[src/source/exc_err_pkg.sv]
package exc_err_pkg;

	////////////////////////////////////////
	// Widths and codec constants
	////////////////////////////////////////
	localparam int word_w = 16;
	localparam int long_w = 32;
	localparam int hist_n = 4;
	localparam int hist_idx_w = 2;
	localparam int l_subfr = 40;
	localparam int apb_addr_w = 8;

	localparam logic [long_w-1:0] round_k = 32'h0000_4000;
	localparam logic [long_w-1:0] worst_init = 32'hFFFF_FFFF;
	localparam logic [long_w-1:0] long_max = 32'h7FFF_FFFF;
	localparam logic [long_w-1:0] long_min = 32'h8000_0000;
	localparam logic [word_w-1:0] word_max = 16'h7FFF;

	////////////////////////////////////////
	// Register map
	////////////////////////////////////////
	localparam logic [apb_addr_w-1:0] addr_gain = 8'h00;
	localparam logic [apb_addr_w-1:0] addr_t0 = 8'h04;
	localparam logic [apb_addr_w-1:0] addr_ctrl = 8'h08;
	localparam logic [apb_addr_w-1:0] addr_status = 8'h0C;
	localparam logic [apb_addr_w-1:0] addr_worst = 8'h10;
	localparam logic [apb_addr_w-1:0] addr_hist0 = 8'h20;
	localparam logic [apb_addr_w-1:0] addr_hist1 = 8'h24;
	localparam logic [apb_addr_w-1:0] addr_hist2 = 8'h28;
	localparam logic [apb_addr_w-1:0] addr_hist3 = 8'h2C;

	// Zone of a lag, one zone per subframe length, last zone open ended
	function automatic logic [hist_idx_w-1:0] zone_of(input logic [word_w-1:0] lag);
		logic [word_w-1:0] zone;
		zone = word_w'(lag / l_subfr);
		if (zone > word_w'(hist_n - 1))
			zone = word_w'(hist_n - 1);
		return zone[hist_idx_w-1:0];
	endfunction

endpackage

[src/source/err_update_calc.sv]
module err_update_calc (
	input  logic [exc_err_pkg::long_w-1:0] err_i,
	input  logic [exc_err_pkg::word_w-1:0] gain_i,
	output logic [exc_err_pkg::long_w-1:0] err_o
);
	import exc_err_pkg::*;

	function automatic logic [long_w-1:0] sat_add(input logic [long_w-1:0] a,
			input logic [long_w-1:0] b);
		logic [long_w:0] sum;
		sum = {a[long_w-1], a} + {b[long_w-1], b};
		if (sum[long_w] != sum[long_w-1])
			return sum[long_w] ? long_min : long_max;
		return sum[long_w-1:0];
	endfunction

	logic signed [word_w-1:0] hi;
	logic signed [word_w-1:0] lo;
	logic signed [word_w-1:0] gain;
	logic signed [word_w-1:0] lo_mult;
	logic signed [long_w-1:0] err_half;
	logic signed [long_w-1:0] hi_prod;
	logic signed [long_w-1:0] lo_prod;
	logic signed [long_w-1:0] lo_shr;
	logic [long_w-1:0] lo_full;
	logic [long_w-1:0] hi_term;
	logic [long_w-1:0] lo_term;
	logic [long_w-1:0] prod;
	logic [long_w-1:0] prod_shl;

	always_comb begin
		// Split into hi and a 15 bit lo
		hi = err_i[long_w-1 -: word_w];
		gain = gain_i;
		err_half = $signed(err_i) >>> 1;
		lo_full = err_half - {{1{hi[word_w-1]}}, hi, 15'd0};
		lo = lo_full[word_w-1:0];

		// L_mult(hi, gain), only -1 * -1 overflows
		hi_prod = hi * gain;
		hi_term = (hi_prod == 32'sh4000_0000) ? long_max : hi_prod <<< 1;

		// mult(lo, gain) then doubled as in L_mac
		lo_prod = lo * gain;
		lo_shr = lo_prod >>> 15;
		lo_mult = (lo_shr > 32'sd32767) ? word_max : lo_shr[word_w-1:0];
		lo_term = {{15{lo_mult[word_w-1]}}, lo_mult, 1'b0};
		prod = sat_add(hi_term, lo_term);

		// L_shl by one
		if (prod[long_w-1] != prod[long_w-2])
			prod_shl = prod[long_w-1] ? long_min : long_max;
		else
			prod_shl = {prod[long_w-2:0], 1'b0};

		err_o = sat_add(round_k, prod_shl);
	end

endmodule

[src/source/exc_err_apb.sv]
module exc_err_apb (
	input  logic clock,
	input  logic reset,
	input  logic psel_i,
	input  logic penable_i,
	input  logic pwrite_i,
	input  logic [exc_err_pkg::apb_addr_w-1:0] paddr_i,
	input  logic [exc_err_pkg::long_w-1:0] pwdata_i,
	output logic [exc_err_pkg::long_w-1:0] prdata_o,
	output logic pready_o,
	output logic pslverr_o,
	output logic req_valid_o,
	input  logic req_ready_i,
	output logic [exc_err_pkg::word_w-1:0] gain_o,
	output logic [exc_err_pkg::word_w-1:0] t0_o,
	input  logic busy_i,
	input  logic done_pulse_i,
	input  logic [exc_err_pkg::long_w-1:0] worst_i,
	output logic [exc_err_pkg::hist_idx_w-1:0] hist_raddr_o,
	input  logic [exc_err_pkg::long_w-1:0] hist_rdata_i
);
	import exc_err_pkg::*;

	logic access;
	logic mapped;
	logic start_req;
	logic start_err;
	logic req_valid_q;
	logic [word_w-1:0] gain_q;
	logic [word_w-1:0] t0_q;
	logic [word_w-1:0] req_gain_q;
	logic [word_w-1:0] req_t0_q;
	logic [7:0] done_cnt_q;

	assign access = psel_i && penable_i;
	assign start_req = access && pwrite_i && (paddr_i == addr_ctrl) && pwdata_i[0];
	assign start_err = start_req && req_valid_q;

	////////////////////////////////////////
	// Registers
	////////////////////////////////////////
	always_ff @(posedge clock) begin
		if (reset) begin
			gain_q <= '0;
			t0_q <= '0;
			req_valid_q <= 1'b0;
			done_cnt_q <= '0;
		end else begin
			if (access && pwrite_i && paddr_i == addr_gain)
				gain_q <= pwdata_i[word_w-1:0];
			if (access && pwrite_i && paddr_i == addr_t0)
				t0_q <= pwdata_i[word_w-1:0];
			if (req_valid_q && req_ready_i)
				req_valid_q <= 1'b0;
			else if (start_req && !req_valid_q)
				req_valid_q <= 1'b1;
			if (done_pulse_i)
				done_cnt_q <= done_cnt_q + 1'b1;
		end
	end

	// Operands frozen at the start write
	always_ff @(posedge clock) begin
		if (start_req && !req_valid_q) begin
			req_gain_q <= gain_q;
			req_t0_q <= t0_q;
		end
	end

	////////////////////////////////////////
	// Read decode
	////////////////////////////////////////
	always_comb begin
		mapped = 1'b1;
		prdata_o = '0;
		case (paddr_i)
			addr_gain: prdata_o = {{(long_w-word_w){1'b0}}, gain_q};
			addr_t0: prdata_o = {{(long_w-word_w){1'b0}}, t0_q};
			addr_ctrl: prdata_o = '0;
			addr_status: prdata_o = {{(long_w-16){1'b0}}, done_cnt_q, 6'b0, req_valid_q, busy_i};
			addr_worst: prdata_o = worst_i;
			addr_hist0, addr_hist1, addr_hist2, addr_hist3: prdata_o = hist_rdata_i;
			default: mapped = 1'b0;
		endcase
	end

	assign hist_raddr_o = paddr_i[hist_idx_w+1:2];
	assign pready_o = 1'b1;
	assign pslverr_o = access && (!mapped || start_err);
	assign req_valid_o = req_valid_q;
	assign gain_o = req_gain_q;
	assign t0_o = req_t0_q;

endmodule

[src/source/exc_err_hist.sv]
module exc_err_hist (
	input  logic clock,
	input  logic reset,
	input  logic [exc_err_pkg::hist_idx_w-1:0] raddr_a_i,
	output logic [exc_err_pkg::long_w-1:0] rdata_a_o,
	input  logic [exc_err_pkg::hist_idx_w-1:0] raddr_b_i,
	output logic [exc_err_pkg::long_w-1:0] rdata_b_o,
	input  logic [exc_err_pkg::hist_idx_w-1:0] raddr_c_i,
	output logic [exc_err_pkg::long_w-1:0] rdata_c_o,
	input  logic we_i,
	input  logic [exc_err_pkg::hist_idx_w-1:0] waddr_i,
	input  logic [exc_err_pkg::long_w-1:0] wdata_i
);
	import exc_err_pkg::*;

	logic [long_w-1:0] hist_q [hist_n];

	// History starts from silence
	always_ff @(posedge clock) begin
		if (reset) begin
			for (int i = 0; i < hist_n; i++)
				hist_q[i] <= '0;
		end else if (we_i) begin
			hist_q[waddr_i] <= wdata_i;
		end
	end

	// Scan, shift and APB ports
	assign rdata_a_o = hist_q[raddr_a_i];
	assign rdata_b_o = hist_q[raddr_b_i];
	assign rdata_c_o = hist_q[raddr_c_i];

endmodule

[src/source/exc_err_top.sv]
module exc_err_top (
	input  logic clock,
	input  logic reset,
	input  logic psel_i,
	input  logic penable_i,
	input  logic pwrite_i,
	input  logic [exc_err_pkg::apb_addr_w-1:0] paddr_i,
	input  logic [exc_err_pkg::long_w-1:0] pwdata_i,
	output logic [exc_err_pkg::long_w-1:0] prdata_o,
	output logic pready_o,
	output logic pslverr_o
);
	import exc_err_pkg::*;

	logic req_valid;
	logic req_ready;
	logic job_valid;
	logic job_ready;
	logic job_chained;
	logic wb_valid;
	logic shift_busy;
	logic hist_we;
	logic done_pulse;
	logic busy;
	logic [word_w-1:0] req_gain;
	logic [word_w-1:0] req_t0;
	logic [word_w-1:0] job_gain;
	logic [hist_idx_w-1:0] job_first;
	logic [hist_idx_w-1:0] job_last;
	logic [hist_idx_w-1:0] scan_raddr;
	logic [hist_idx_w-1:0] shift_raddr;
	logic [hist_idx_w-1:0] apb_raddr;
	logic [hist_idx_w-1:0] hist_waddr;
	logic [long_w-1:0] scan_rdata;
	logic [long_w-1:0] shift_rdata;
	logic [long_w-1:0] apb_rdata;
	logic [long_w-1:0] hist_wdata;
	logic [long_w-1:0] scan_worst;
	logic [long_w-1:0] result_worst;

	// Zone slot full, scan running or shift running
	assign busy = !req_ready || !job_ready;

	exc_err_apb exc_err_apb_inst (
		.clock(clock), .reset(reset),
		.psel_i(psel_i), .penable_i(penable_i), .pwrite_i(pwrite_i),
		.paddr_i(paddr_i), .pwdata_i(pwdata_i), .prdata_o(prdata_o),
		.pready_o(pready_o), .pslverr_o(pslverr_o),
		.req_valid_o(req_valid), .req_ready_i(req_ready),
		.gain_o(req_gain), .t0_o(req_t0), .busy_i(busy),
		.done_pulse_i(done_pulse), .worst_i(result_worst),
		.hist_raddr_o(apb_raddr), .hist_rdata_i(apb_rdata)
	);

	zone_stage zone_stage_inst (
		.clock(clock), .reset(reset),
		.req_valid_i(req_valid), .req_ready_o(req_ready),
		.gain_i(req_gain), .t0_i(req_t0),
		.job_valid_o(job_valid), .job_ready_i(job_ready),
		.job_gain_o(job_gain), .job_chained_o(job_chained),
		.job_first_o(job_first), .job_last_o(job_last)
	);

	scan_stage scan_stage_inst (
		.clock(clock), .reset(reset),
		.job_valid_i(job_valid), .job_ready_o(job_ready),
		.job_gain_i(job_gain), .job_chained_i(job_chained),
		.job_first_i(job_first), .job_last_i(job_last),
		.shift_busy_i(shift_busy),
		.hist_raddr_o(scan_raddr), .hist_rdata_i(scan_rdata),
		.wb_valid_o(wb_valid), .worst_o(scan_worst)
	);

	shift_stage shift_stage_inst (
		.clock(clock), .reset(reset),
		.wb_valid_i(wb_valid), .worst_i(scan_worst), .shift_busy_o(shift_busy),
		.hist_raddr_o(shift_raddr), .hist_rdata_i(shift_rdata),
		.hist_we_o(hist_we), .hist_waddr_o(hist_waddr), .hist_wdata_o(hist_wdata),
		.done_pulse_o(done_pulse), .worst_o(result_worst)
	);

	exc_err_hist exc_err_hist_inst (
		.clock(clock), .reset(reset),
		.raddr_a_i(scan_raddr), .rdata_a_o(scan_rdata),
		.raddr_b_i(shift_raddr), .rdata_b_o(shift_rdata),
		.raddr_c_i(apb_raddr), .rdata_c_o(apb_rdata),
		.we_i(hist_we), .waddr_i(hist_waddr), .wdata_i(hist_wdata)
	);

endmodule

[src/source/scan_stage.sv]
module scan_stage (
	input  logic clock,
	input  logic reset,
	input  logic job_valid_i,
	output logic job_ready_o,
	input  logic [exc_err_pkg::word_w-1:0] job_gain_i,
	input  logic job_chained_i,
	input  logic [exc_err_pkg::hist_idx_w-1:0] job_first_i,
	input  logic [exc_err_pkg::hist_idx_w-1:0] job_last_i,
	input  logic shift_busy_i,
	output logic [exc_err_pkg::hist_idx_w-1:0] hist_raddr_o,
	input  logic [exc_err_pkg::long_w-1:0] hist_rdata_i,
	output logic wb_valid_o,
	output logic [exc_err_pkg::long_w-1:0] worst_o
);
	import exc_err_pkg::*;

	typedef enum logic [1:0] {
		s_idle,
		s_proc,
		s_done
	} scan_state_t;

	scan_state_t state_q;
	logic chained_q;
	logic second_q;
	logic [word_w-1:0] gain_q;
	logic [hist_idx_w-1:0] idx_q;
	logic [hist_idx_w-1:0] last_q;
	logic [long_w-1:0] worst_q;
	logic [long_w-1:0] prev_q;
	logic [long_w-1:0] calc_in;
	logic [long_w-1:0] calc_out;
	logic take_job;
	logic new_worst;

	err_update_calc err_update_calc_inst (
		.err_i(calc_in),
		.gain_i(gain_q),
		.err_o(calc_out)
	);

	// Second chained pass starts from the first result
	assign calc_in = (chained_q && second_q) ? prev_q : hist_rdata_i;
	assign new_worst = $signed(calc_out) > $signed(worst_q);

	// Hold off while the shift owns the history
	assign job_ready_o = (state_q == s_idle) && !shift_busy_i;
	assign take_job = job_valid_i && job_ready_o;

	////////////////////////////////////////
	// Control
	////////////////////////////////////////
	always_ff @(posedge clock) begin
		if (reset) begin
			state_q <= s_idle;
		end else begin
			case (state_q)
				s_idle: begin
					if (take_job)
						state_q <= s_proc;
				end
				s_proc: begin
					if (chained_q ? second_q : (idx_q == last_q))
						state_q <= s_done;
				end
				default: begin
					state_q <= s_idle;
				end
			endcase
		end
	end

	////////////////////////////////////////
	// Datapath
	////////////////////////////////////////
	always_ff @(posedge clock) begin
		if (take_job) begin
			gain_q <= job_gain_i;
			chained_q <= job_chained_i;
			idx_q <= job_first_i;
			last_q <= job_last_i;
			second_q <= 1'b0;
			worst_q <= worst_init;
		end else if (state_q == s_proc) begin
			prev_q <= calc_out;
			if (new_worst)
				worst_q <= calc_out;
			if (chained_q)
				second_q <= 1'b1;
			else if (idx_q != last_q)
				idx_q <= idx_q + 1'b1;
		end
	end

	assign hist_raddr_o = idx_q;
	assign wb_valid_o = (state_q == s_done);
	assign worst_o = worst_q;

endmodule

[src/source/shift_stage.sv]
module shift_stage (
	input  logic clock,
	input  logic reset,
	input  logic wb_valid_i,
	input  logic [exc_err_pkg::long_w-1:0] worst_i,
	output logic shift_busy_o,
	output logic [exc_err_pkg::hist_idx_w-1:0] hist_raddr_o,
	input  logic [exc_err_pkg::long_w-1:0] hist_rdata_i,
	output logic hist_we_o,
	output logic [exc_err_pkg::hist_idx_w-1:0] hist_waddr_o,
	output logic [exc_err_pkg::long_w-1:0] hist_wdata_o,
	output logic done_pulse_o,
	output logic [exc_err_pkg::long_w-1:0] worst_o
);
	import exc_err_pkg::*;

	localparam logic [hist_idx_w-1:0] step_last = hist_idx_w'(hist_n - 1);

	logic active_q;
	logic [hist_idx_w-1:0] step_q;
	logic [long_w-1:0] pend_q;
	logic [long_w-1:0] result_q;

	always_ff @(posedge clock) begin
		if (reset) begin
			active_q <= 1'b0;
			step_q <= '0;
			result_q <= '0;
		end else if (!active_q && wb_valid_i) begin
			active_q <= 1'b1;
			step_q <= '0;
		end else if (active_q) begin
			step_q <= step_q + 1'b1;
			if (step_q == step_last) begin
				active_q <= 1'b0;
				result_q <= pend_q;
			end
		end
	end

	always_ff @(posedge clock) begin
		if (!active_q && wb_valid_i)
			pend_q <= worst_i;
	end

	// Moves 2->3, 1->2, 0->1, then worst into 0
	assign hist_raddr_o = step_last - 1'b1 - step_q;
	assign hist_waddr_o = step_last - step_q;
	assign hist_wdata_o = (step_q == step_last) ? pend_q : hist_rdata_i;
	assign hist_we_o = active_q;
	assign shift_busy_o = active_q;
	assign done_pulse_o = active_q && (step_q == step_last);
	assign worst_o = result_q;

endmodule

[src/source/zone_stage.sv]
module zone_stage (
	input  logic clock,
	input  logic reset,
	input  logic req_valid_i,
	output logic req_ready_o,
	input  logic [exc_err_pkg::word_w-1:0] gain_i,
	input  logic [exc_err_pkg::word_w-1:0] t0_i,
	output logic job_valid_o,
	input  logic job_ready_i,
	output logic [exc_err_pkg::word_w-1:0] job_gain_o,
	output logic job_chained_o,
	output logic [exc_err_pkg::hist_idx_w-1:0] job_first_o,
	output logic [exc_err_pkg::hist_idx_w-1:0] job_last_o
);
	import exc_err_pkg::*;

	logic full_q;
	logic decoded_q;
	logic chained_q;
	logic [word_w-1:0] gain_q;
	logic [word_w-1:0] t0_q;
	logic [word_w-1:0] lag_off;
	logic [word_w-1:0] lag_end;
	logic [hist_idx_w-1:0] first_q;
	logic [hist_idx_w-1:0] last_q;

	assign lag_off = t0_q - word_w'(l_subfr);
	assign lag_end = t0_q - 1'b1;

	always_ff @(posedge clock) begin
		if (reset) begin
			full_q <= 1'b0;
			decoded_q <= 1'b0;
		end else if (req_valid_i && req_ready_o) begin
			full_q <= 1'b1;
			decoded_q <= 1'b0;
		end else if (full_q && !decoded_q) begin
			decoded_q <= 1'b1;
		end else if (job_valid_o && job_ready_i) begin
			full_q <= 1'b0;
			decoded_q <= 1'b0;
		end
	end

	always_ff @(posedge clock) begin
		if (req_valid_i && req_ready_o) begin
			gain_q <= gain_i;
			t0_q <= t0_i;
		end
		// Negative offset selects the chained pass over entry 0
		if (full_q && !decoded_q) begin
			chained_q <= lag_off[word_w-1];
			first_q <= lag_off[word_w-1] ? '0 : zone_of(lag_off);
			last_q <= lag_off[word_w-1] ? '0 : zone_of(lag_end);
		end
	end

	assign req_ready_o = !full_q;
	assign job_valid_o = full_q && decoded_q;
	assign job_gain_o = gain_q;
	assign job_chained_o = chained_q;
	assign job_first_o = first_q;
	assign job_last_o = last_q;

endmodule

[config.mk]
export PLATFORM = sky130hd
export DESIGN_NAME = exc_err_top
export DESIGN_NICKNAME = d
export VERILOG_FILES = /design/src/source/exc_err_pkg.sv /design/src/source/err_update_calc.sv /design/src/source/exc_err_apb.sv /design/src/source/exc_err_hist.sv /design/src/source/exc_err_top.sv /design/src/source/scan_stage.sv /design/src/source/shift_stage.sv /design/src/source/zone_stage.sv
export SDC_FILE = /design/constraint.sdc
export NUM_CORES = 2
export LEC_CHECK = 0
export ABC_AREA = 1
export CAP_MARGIN = 20
export CORE_UTILIZATION = 55
export CTS_CLUSTER_SIZE = 16
export DETAILED_ROUTE_END_ITERATION = 6
export DONT_BUFFER_PORTS = 1
export PLACE_DENSITY = 0.7
export SYNTH_ARGS = -nofsm -noshare
export SYNTH_HDL_FRONTEND = slang
export SYNTH_HIERARCHICAL = 1
export SYNTH_SLANG_ARGS = --single-unit
[constraint.sdc]
create_clock -name clock -period 23.8 [get_ports clock]
set_clock_uncertainty 0.15 [all_clocks]
set_input_delay 2.38 -clock clock [delete_from_list [all_inputs] [get_ports clock]]
set_output_delay 2.38 -clock clock [all_outputs]
set_load 0.02 [all_outputs]
# Word level (Yosys, flattened, before mapping)
# Memories as Yosys holds them, arrays and structs flattened. A register that Yosys moved wholly into a read port is not among the register bits.
# Cells that the tools add are included.
# Widths: inputs -> output; s select.
# word_totals
ff_bits,267
latchBits,0
mem_bits_rw,128
mem_bits_ro,0
in_bits,45
out_inout_bits,34
wordCells,152
mem_count,1
# op_classes
add_sub_neg,10
multipliers,2
div,2
magnitude_cmp,4
n_eq_ne,21
shift,0
n_mux,42
bitwise_logic,2
reduce_logical,43
# mem_list
memory,words,width,read_ports,rd_clocked_by_memory_dff,write_ports,line_no,text
exc_err_hist_inst.hist_q,4,32,3,1,4,exc_err_hist.sv:16,logic [long_w-1:0] hist_q [hist_n];
# ops
op,count
$mux 32,12
$pmux 32 s5,1
$div 16x6->32 const B,2
$mul 16x16->32,2
$add 16x32->33 const A,1
$add 32x17->33,1
$eq 32x32->1 const B,1
$eq 8x6->1 const B,4
$gt 16x2->1 const B,2
$gt 32x32->1,1
$reduce_or 32->1,1
$mux 2,10
$gt 17x16->1 const B,1
$logic_and 1x1->1,17
$mux 1,17
$eq 8x4->1 const B,2
$mux 16,1
$sub 16x1->16 const B,1
$sub 16x16->16,1
$sub 16x6->16 const B,1
$reduce_and 2->1,5
$reduce_or 9->1,1
$add 8x1->8 const B,1
$eq 8x3->1 const B,1
20 further kinds,39

# Depth between registers and ports, before layout
# depth
ltp_word,18
mapped_depth,98
mapped_depth_nobuf,89

# By module
# Netlist, hierarchy kept.
# modules_own_cells
mod,instances,cells_per_inst,area_each_um2,seq_area_each_um2
err_update_calc,1,3192,22301.4,0.0
exc_err_hist,1,1183,8167.8,3843.7
zone_stage,1,1339,7633.6,1151.1
scan_stage,1,409,4290.4,2292.2
exc_err_apb,1,402,3347.0,1781.7
shift_stage,1,337,2876.5,1661.6
exc_err_top,1,1,3.8,0.0

# Least setup slack after synthesis
# OpenSTA, ideal clock, no wires.
# synth_path
kind,reg2reg
from,register scan_stage_inst/hist_raddr_o[0] (netlist name)
to,register scan_stage_inst.worst_q[10] (netlist: scan_stage_inst/worst_o[10])
setup_time_ns,0.130
arrival_ns,13.485
required_time_ns,23.520
path_slack_ns,10.036
path_stages_with_launch,84
n_path_buf,11
period_less_slack_ns,13.764
cell_sequence,edfxtp_1 buf_2 buf_2 nand2_1 nand3_1 nand2_1 mux2_2 clkbuf_1 nand2_1 fa_1 inv_1 fa_1 fa_1 fa_1 inv_1 fa_1 fa_1 inv_1 [48 not listed] nand2_1 nand2_1 nand2_1 buf_6 buf_6 nand2_1 nand2_1 ha_1 a21oi_1 o21a_1 nand2_1 a21oi_2 nand2_1 nand2_2 nand3_4 buf_6 nand2_1 nand3_1
# synth_lines
item,line_no,text
end signal: assignment,scan_stage.sv:84,worst_q <= worst_init;
end signal: assignment,scan_stage.sv:88,worst_q <= calc_out;
end: declaration,scan_stage.sv:30,logic [long_w-1:0] worst_q;

==> run_results.csv <==
group,metric,value,unit
floorplan,coreArea,87160,um2
clock_network,cts.path.max_buffers,3,
worst_hold_path,hold_class,"register to register",
route,drt-initial-drc-count,3230,
sta,setup_viol,0,
route,vias,42070,
clock_network,clkLatencyLatePin,550,ps
floorplan,die_area,89470,um2
global_routing,first_global_vias,40340,
finish,drive_above_1_share,0.06641,
critical_path,startpoint_type,"register",
critical_path,cpLargestDelayFamily,"simple AND/OR/NAND/NOR gates",
pwr,ir_worst_vdd,0.2174,mV
sta,timing.hold.ws,267.5,ps
synth,synth.avg_cell_area,7.084,um2
sta,slew_violations,0,
synth,syn_area,48550,um2
critical_path,worst-path-max-fanout,66,
floorplan,rows,108,
clock_network,postCtsSetupRepairBufs,0,
route,drt_wl_total,130.6,mm
critical_path,endpoint_kind,"register",
critical_path,crit_arrival,18780,ps
critical_path,critPathSlowestCell,"fa_1",
global_routing,gr-total-overflow,0,
sta,worst_slew_pin_slew,1092,ps
clock_network,cts_resized,0,
route,drt-pass1-iter-count,6,
global_routing,gr-usage-all-layers,0.2917,
synth,yosys_warnings,6,
floorplan,die_w,299.1,um
finish,stdcell_area,50320,um2
route,final_antenna_net_count,0,
critical_path,cpPeakStageDelay,930,ps
floorplan,die_h,299.1,um
pwr,powerDensity,106.6,nW/um2
global_routing,grt_start_max_net_pins,96,
critical_path,required,24120,ps
sta,hold_viol_final,0,
finish,nets,7428,
clock_network,cts_sinks,394,
global_routing,antenna_found_initial,3,
clock_network,clkTransAtPathRegs,60,ps
floorplan,initial_core_util,0.5570,
synth,syn-num-nets,7612,
floorplan,io_pins,79,
sta,max_clock_freq,54.19,MHz
route,wl_per_cell,16.62,um
global_routing,grt_pass1_wl,210.3,mm
sta,maxSlewHeadroom,0.2705,
sta,rsz0062_at_grt,"no",
clock_network,cts_root_buf,"clkbuf_16",
sta,final.period_utilization,0.7753,
critical_path,cp_common_cell,"nand2_1",
route,viasPerCell,5.353,
route,drc_errors,0,
clock_network,cts_buffers,39,
placed_design,dpl-instance-area,48980,um2
finish,syn2layout_area_growth,3.654,%
sta,finalSetupTns,0,ps
placed_design,portBuffers,0,
critical_path,path_class,"register to register",
status,status,"completed",
pwr,p_leak,0.02756,uW
run,maxCapViolCount,0,
placed_design,dp_hpwl,96.10,mm
finish,utilization,0.5774,
critical_path,critPathBufInv,13,
synth,synthCells,6854,
clock_network,cts_tree,"yes",
sta,fin_crit,18450,ps
placed_design,gp_congestion,0.9446,
clock_network,ctsHoldBuffers,0,
clock_network,htree_levels,2,
## where the power goes
group	total, uW	switching [uW]	internal [uW]
registers	901	19.0	882
clock network	646	268	378
logic	3820	2560	1260
## cells in the final DEF, fill, tap and decap left out, types with 13 or more instances in the layout
master        n
nor2_2       41
clkbuf_16    39
nand3_2      42
nand3b_1     23
nand4_1     122
o21ai_1      42
xor2_1       70
ha_1        270
nand2_4      13
nand2_1    2117
fa_1        442
inv_1      1303
edfxtp_1    281
xnor2_1      27
clkinv_1     23
or2_2        16
nor3_1       50
inv_2        69
o21bai_1     14
nand2_2      69
dfxtp_1     112
a21oi_1     167
buf_4        43
nor2_4       20
nand3_1     513
a22o_1       16
nor2_1      524
o21ai_0      92
mux2_2       31
## final cells by class
type | instances | area (um2)
Fill cell | 8319 | 36830
Antenna cell | 3 | 7.507
Multi-Input combinational cell | 4801 | 31290
Clock inverter | 25 | 285.3
Sequential cell | 394 | 10700
Clock buffer | 47 | 1036
Tap cell | 1155 | 1445
Inverter | 1390 | 5225
Timing Repair Buffer | 44 | 334.1
## registers in the layout, indices dropped and copies added, names as in the netlist, 8 cells and up
signal	count
zone_stage_inst/job_gain_o	16
scan_stage_inst/gain_q	16
exc_err_apb_inst/gain_q	16
scan_stage_inst/worst_o	32
exc_err_hist_inst/hist_q	128
exc_err_apb_inst/done_cnt_q	8
exc_err_apb_inst/gain_o	16
zone_stage_inst/t0_q	16
scan_stage_inst/prev_q	31
exc_err_apb_inst/t0_o	16
exc_err_apb_inst/t0_q	16
shift_stage_inst/worst_o	32
shift_stage_inst/pend_q	32
## per-stage QoR
step           setup WS [ps]  power [uW]  std cells
2_1_floorplan          10050        3933       6854
3_3_place_gp            5635        4590       7783
3_5_place_dp            5382        4675       7783
4_1_cts                 5308        5351       7855
5_1_grt                 3649        5936       7857
6_report                5347        5365       7859
## worst paths after layout
check	from	endpoint	slack [ps]	depth (start not counted)
max reg2reg	scan_stage_inst/hist_raddr_o[0]$_DFFE_PP_	scan_stage_inst/worst_o[23]$_SDFFE_PP1P_	5350	77
max	scan_stage_inst/hist_raddr_o[0]$_DFFE_PP_	scan_stage_inst/worst_o[23]$_SDFFE_PP1P_	5350	77
min	zone_stage_inst/job_gain_o[12]$_DFFE_PP_	scan_stage_inst/gain_q[12]$_DFFE_PP_	270	0
min reg2reg	zone_stage_inst/job_gain_o[12]$_DFFE_PP_	scan_stage_inst/gain_q[12]$_DFFE_PP_	270	0
## metal layers
metal / vias to the layer above / track usage / wire length, um
li1: 20610 / - / -
met1: 19910 / 0.3924 / 55860
met2: 1328 / 0.4967 / 62180
met3: 211 / 0.03247 / 9049
met4: 2 / 0.08273 / 3539
met5: - / 0 / 13
No activity file was read; power rests on OpenSTA's default activity.
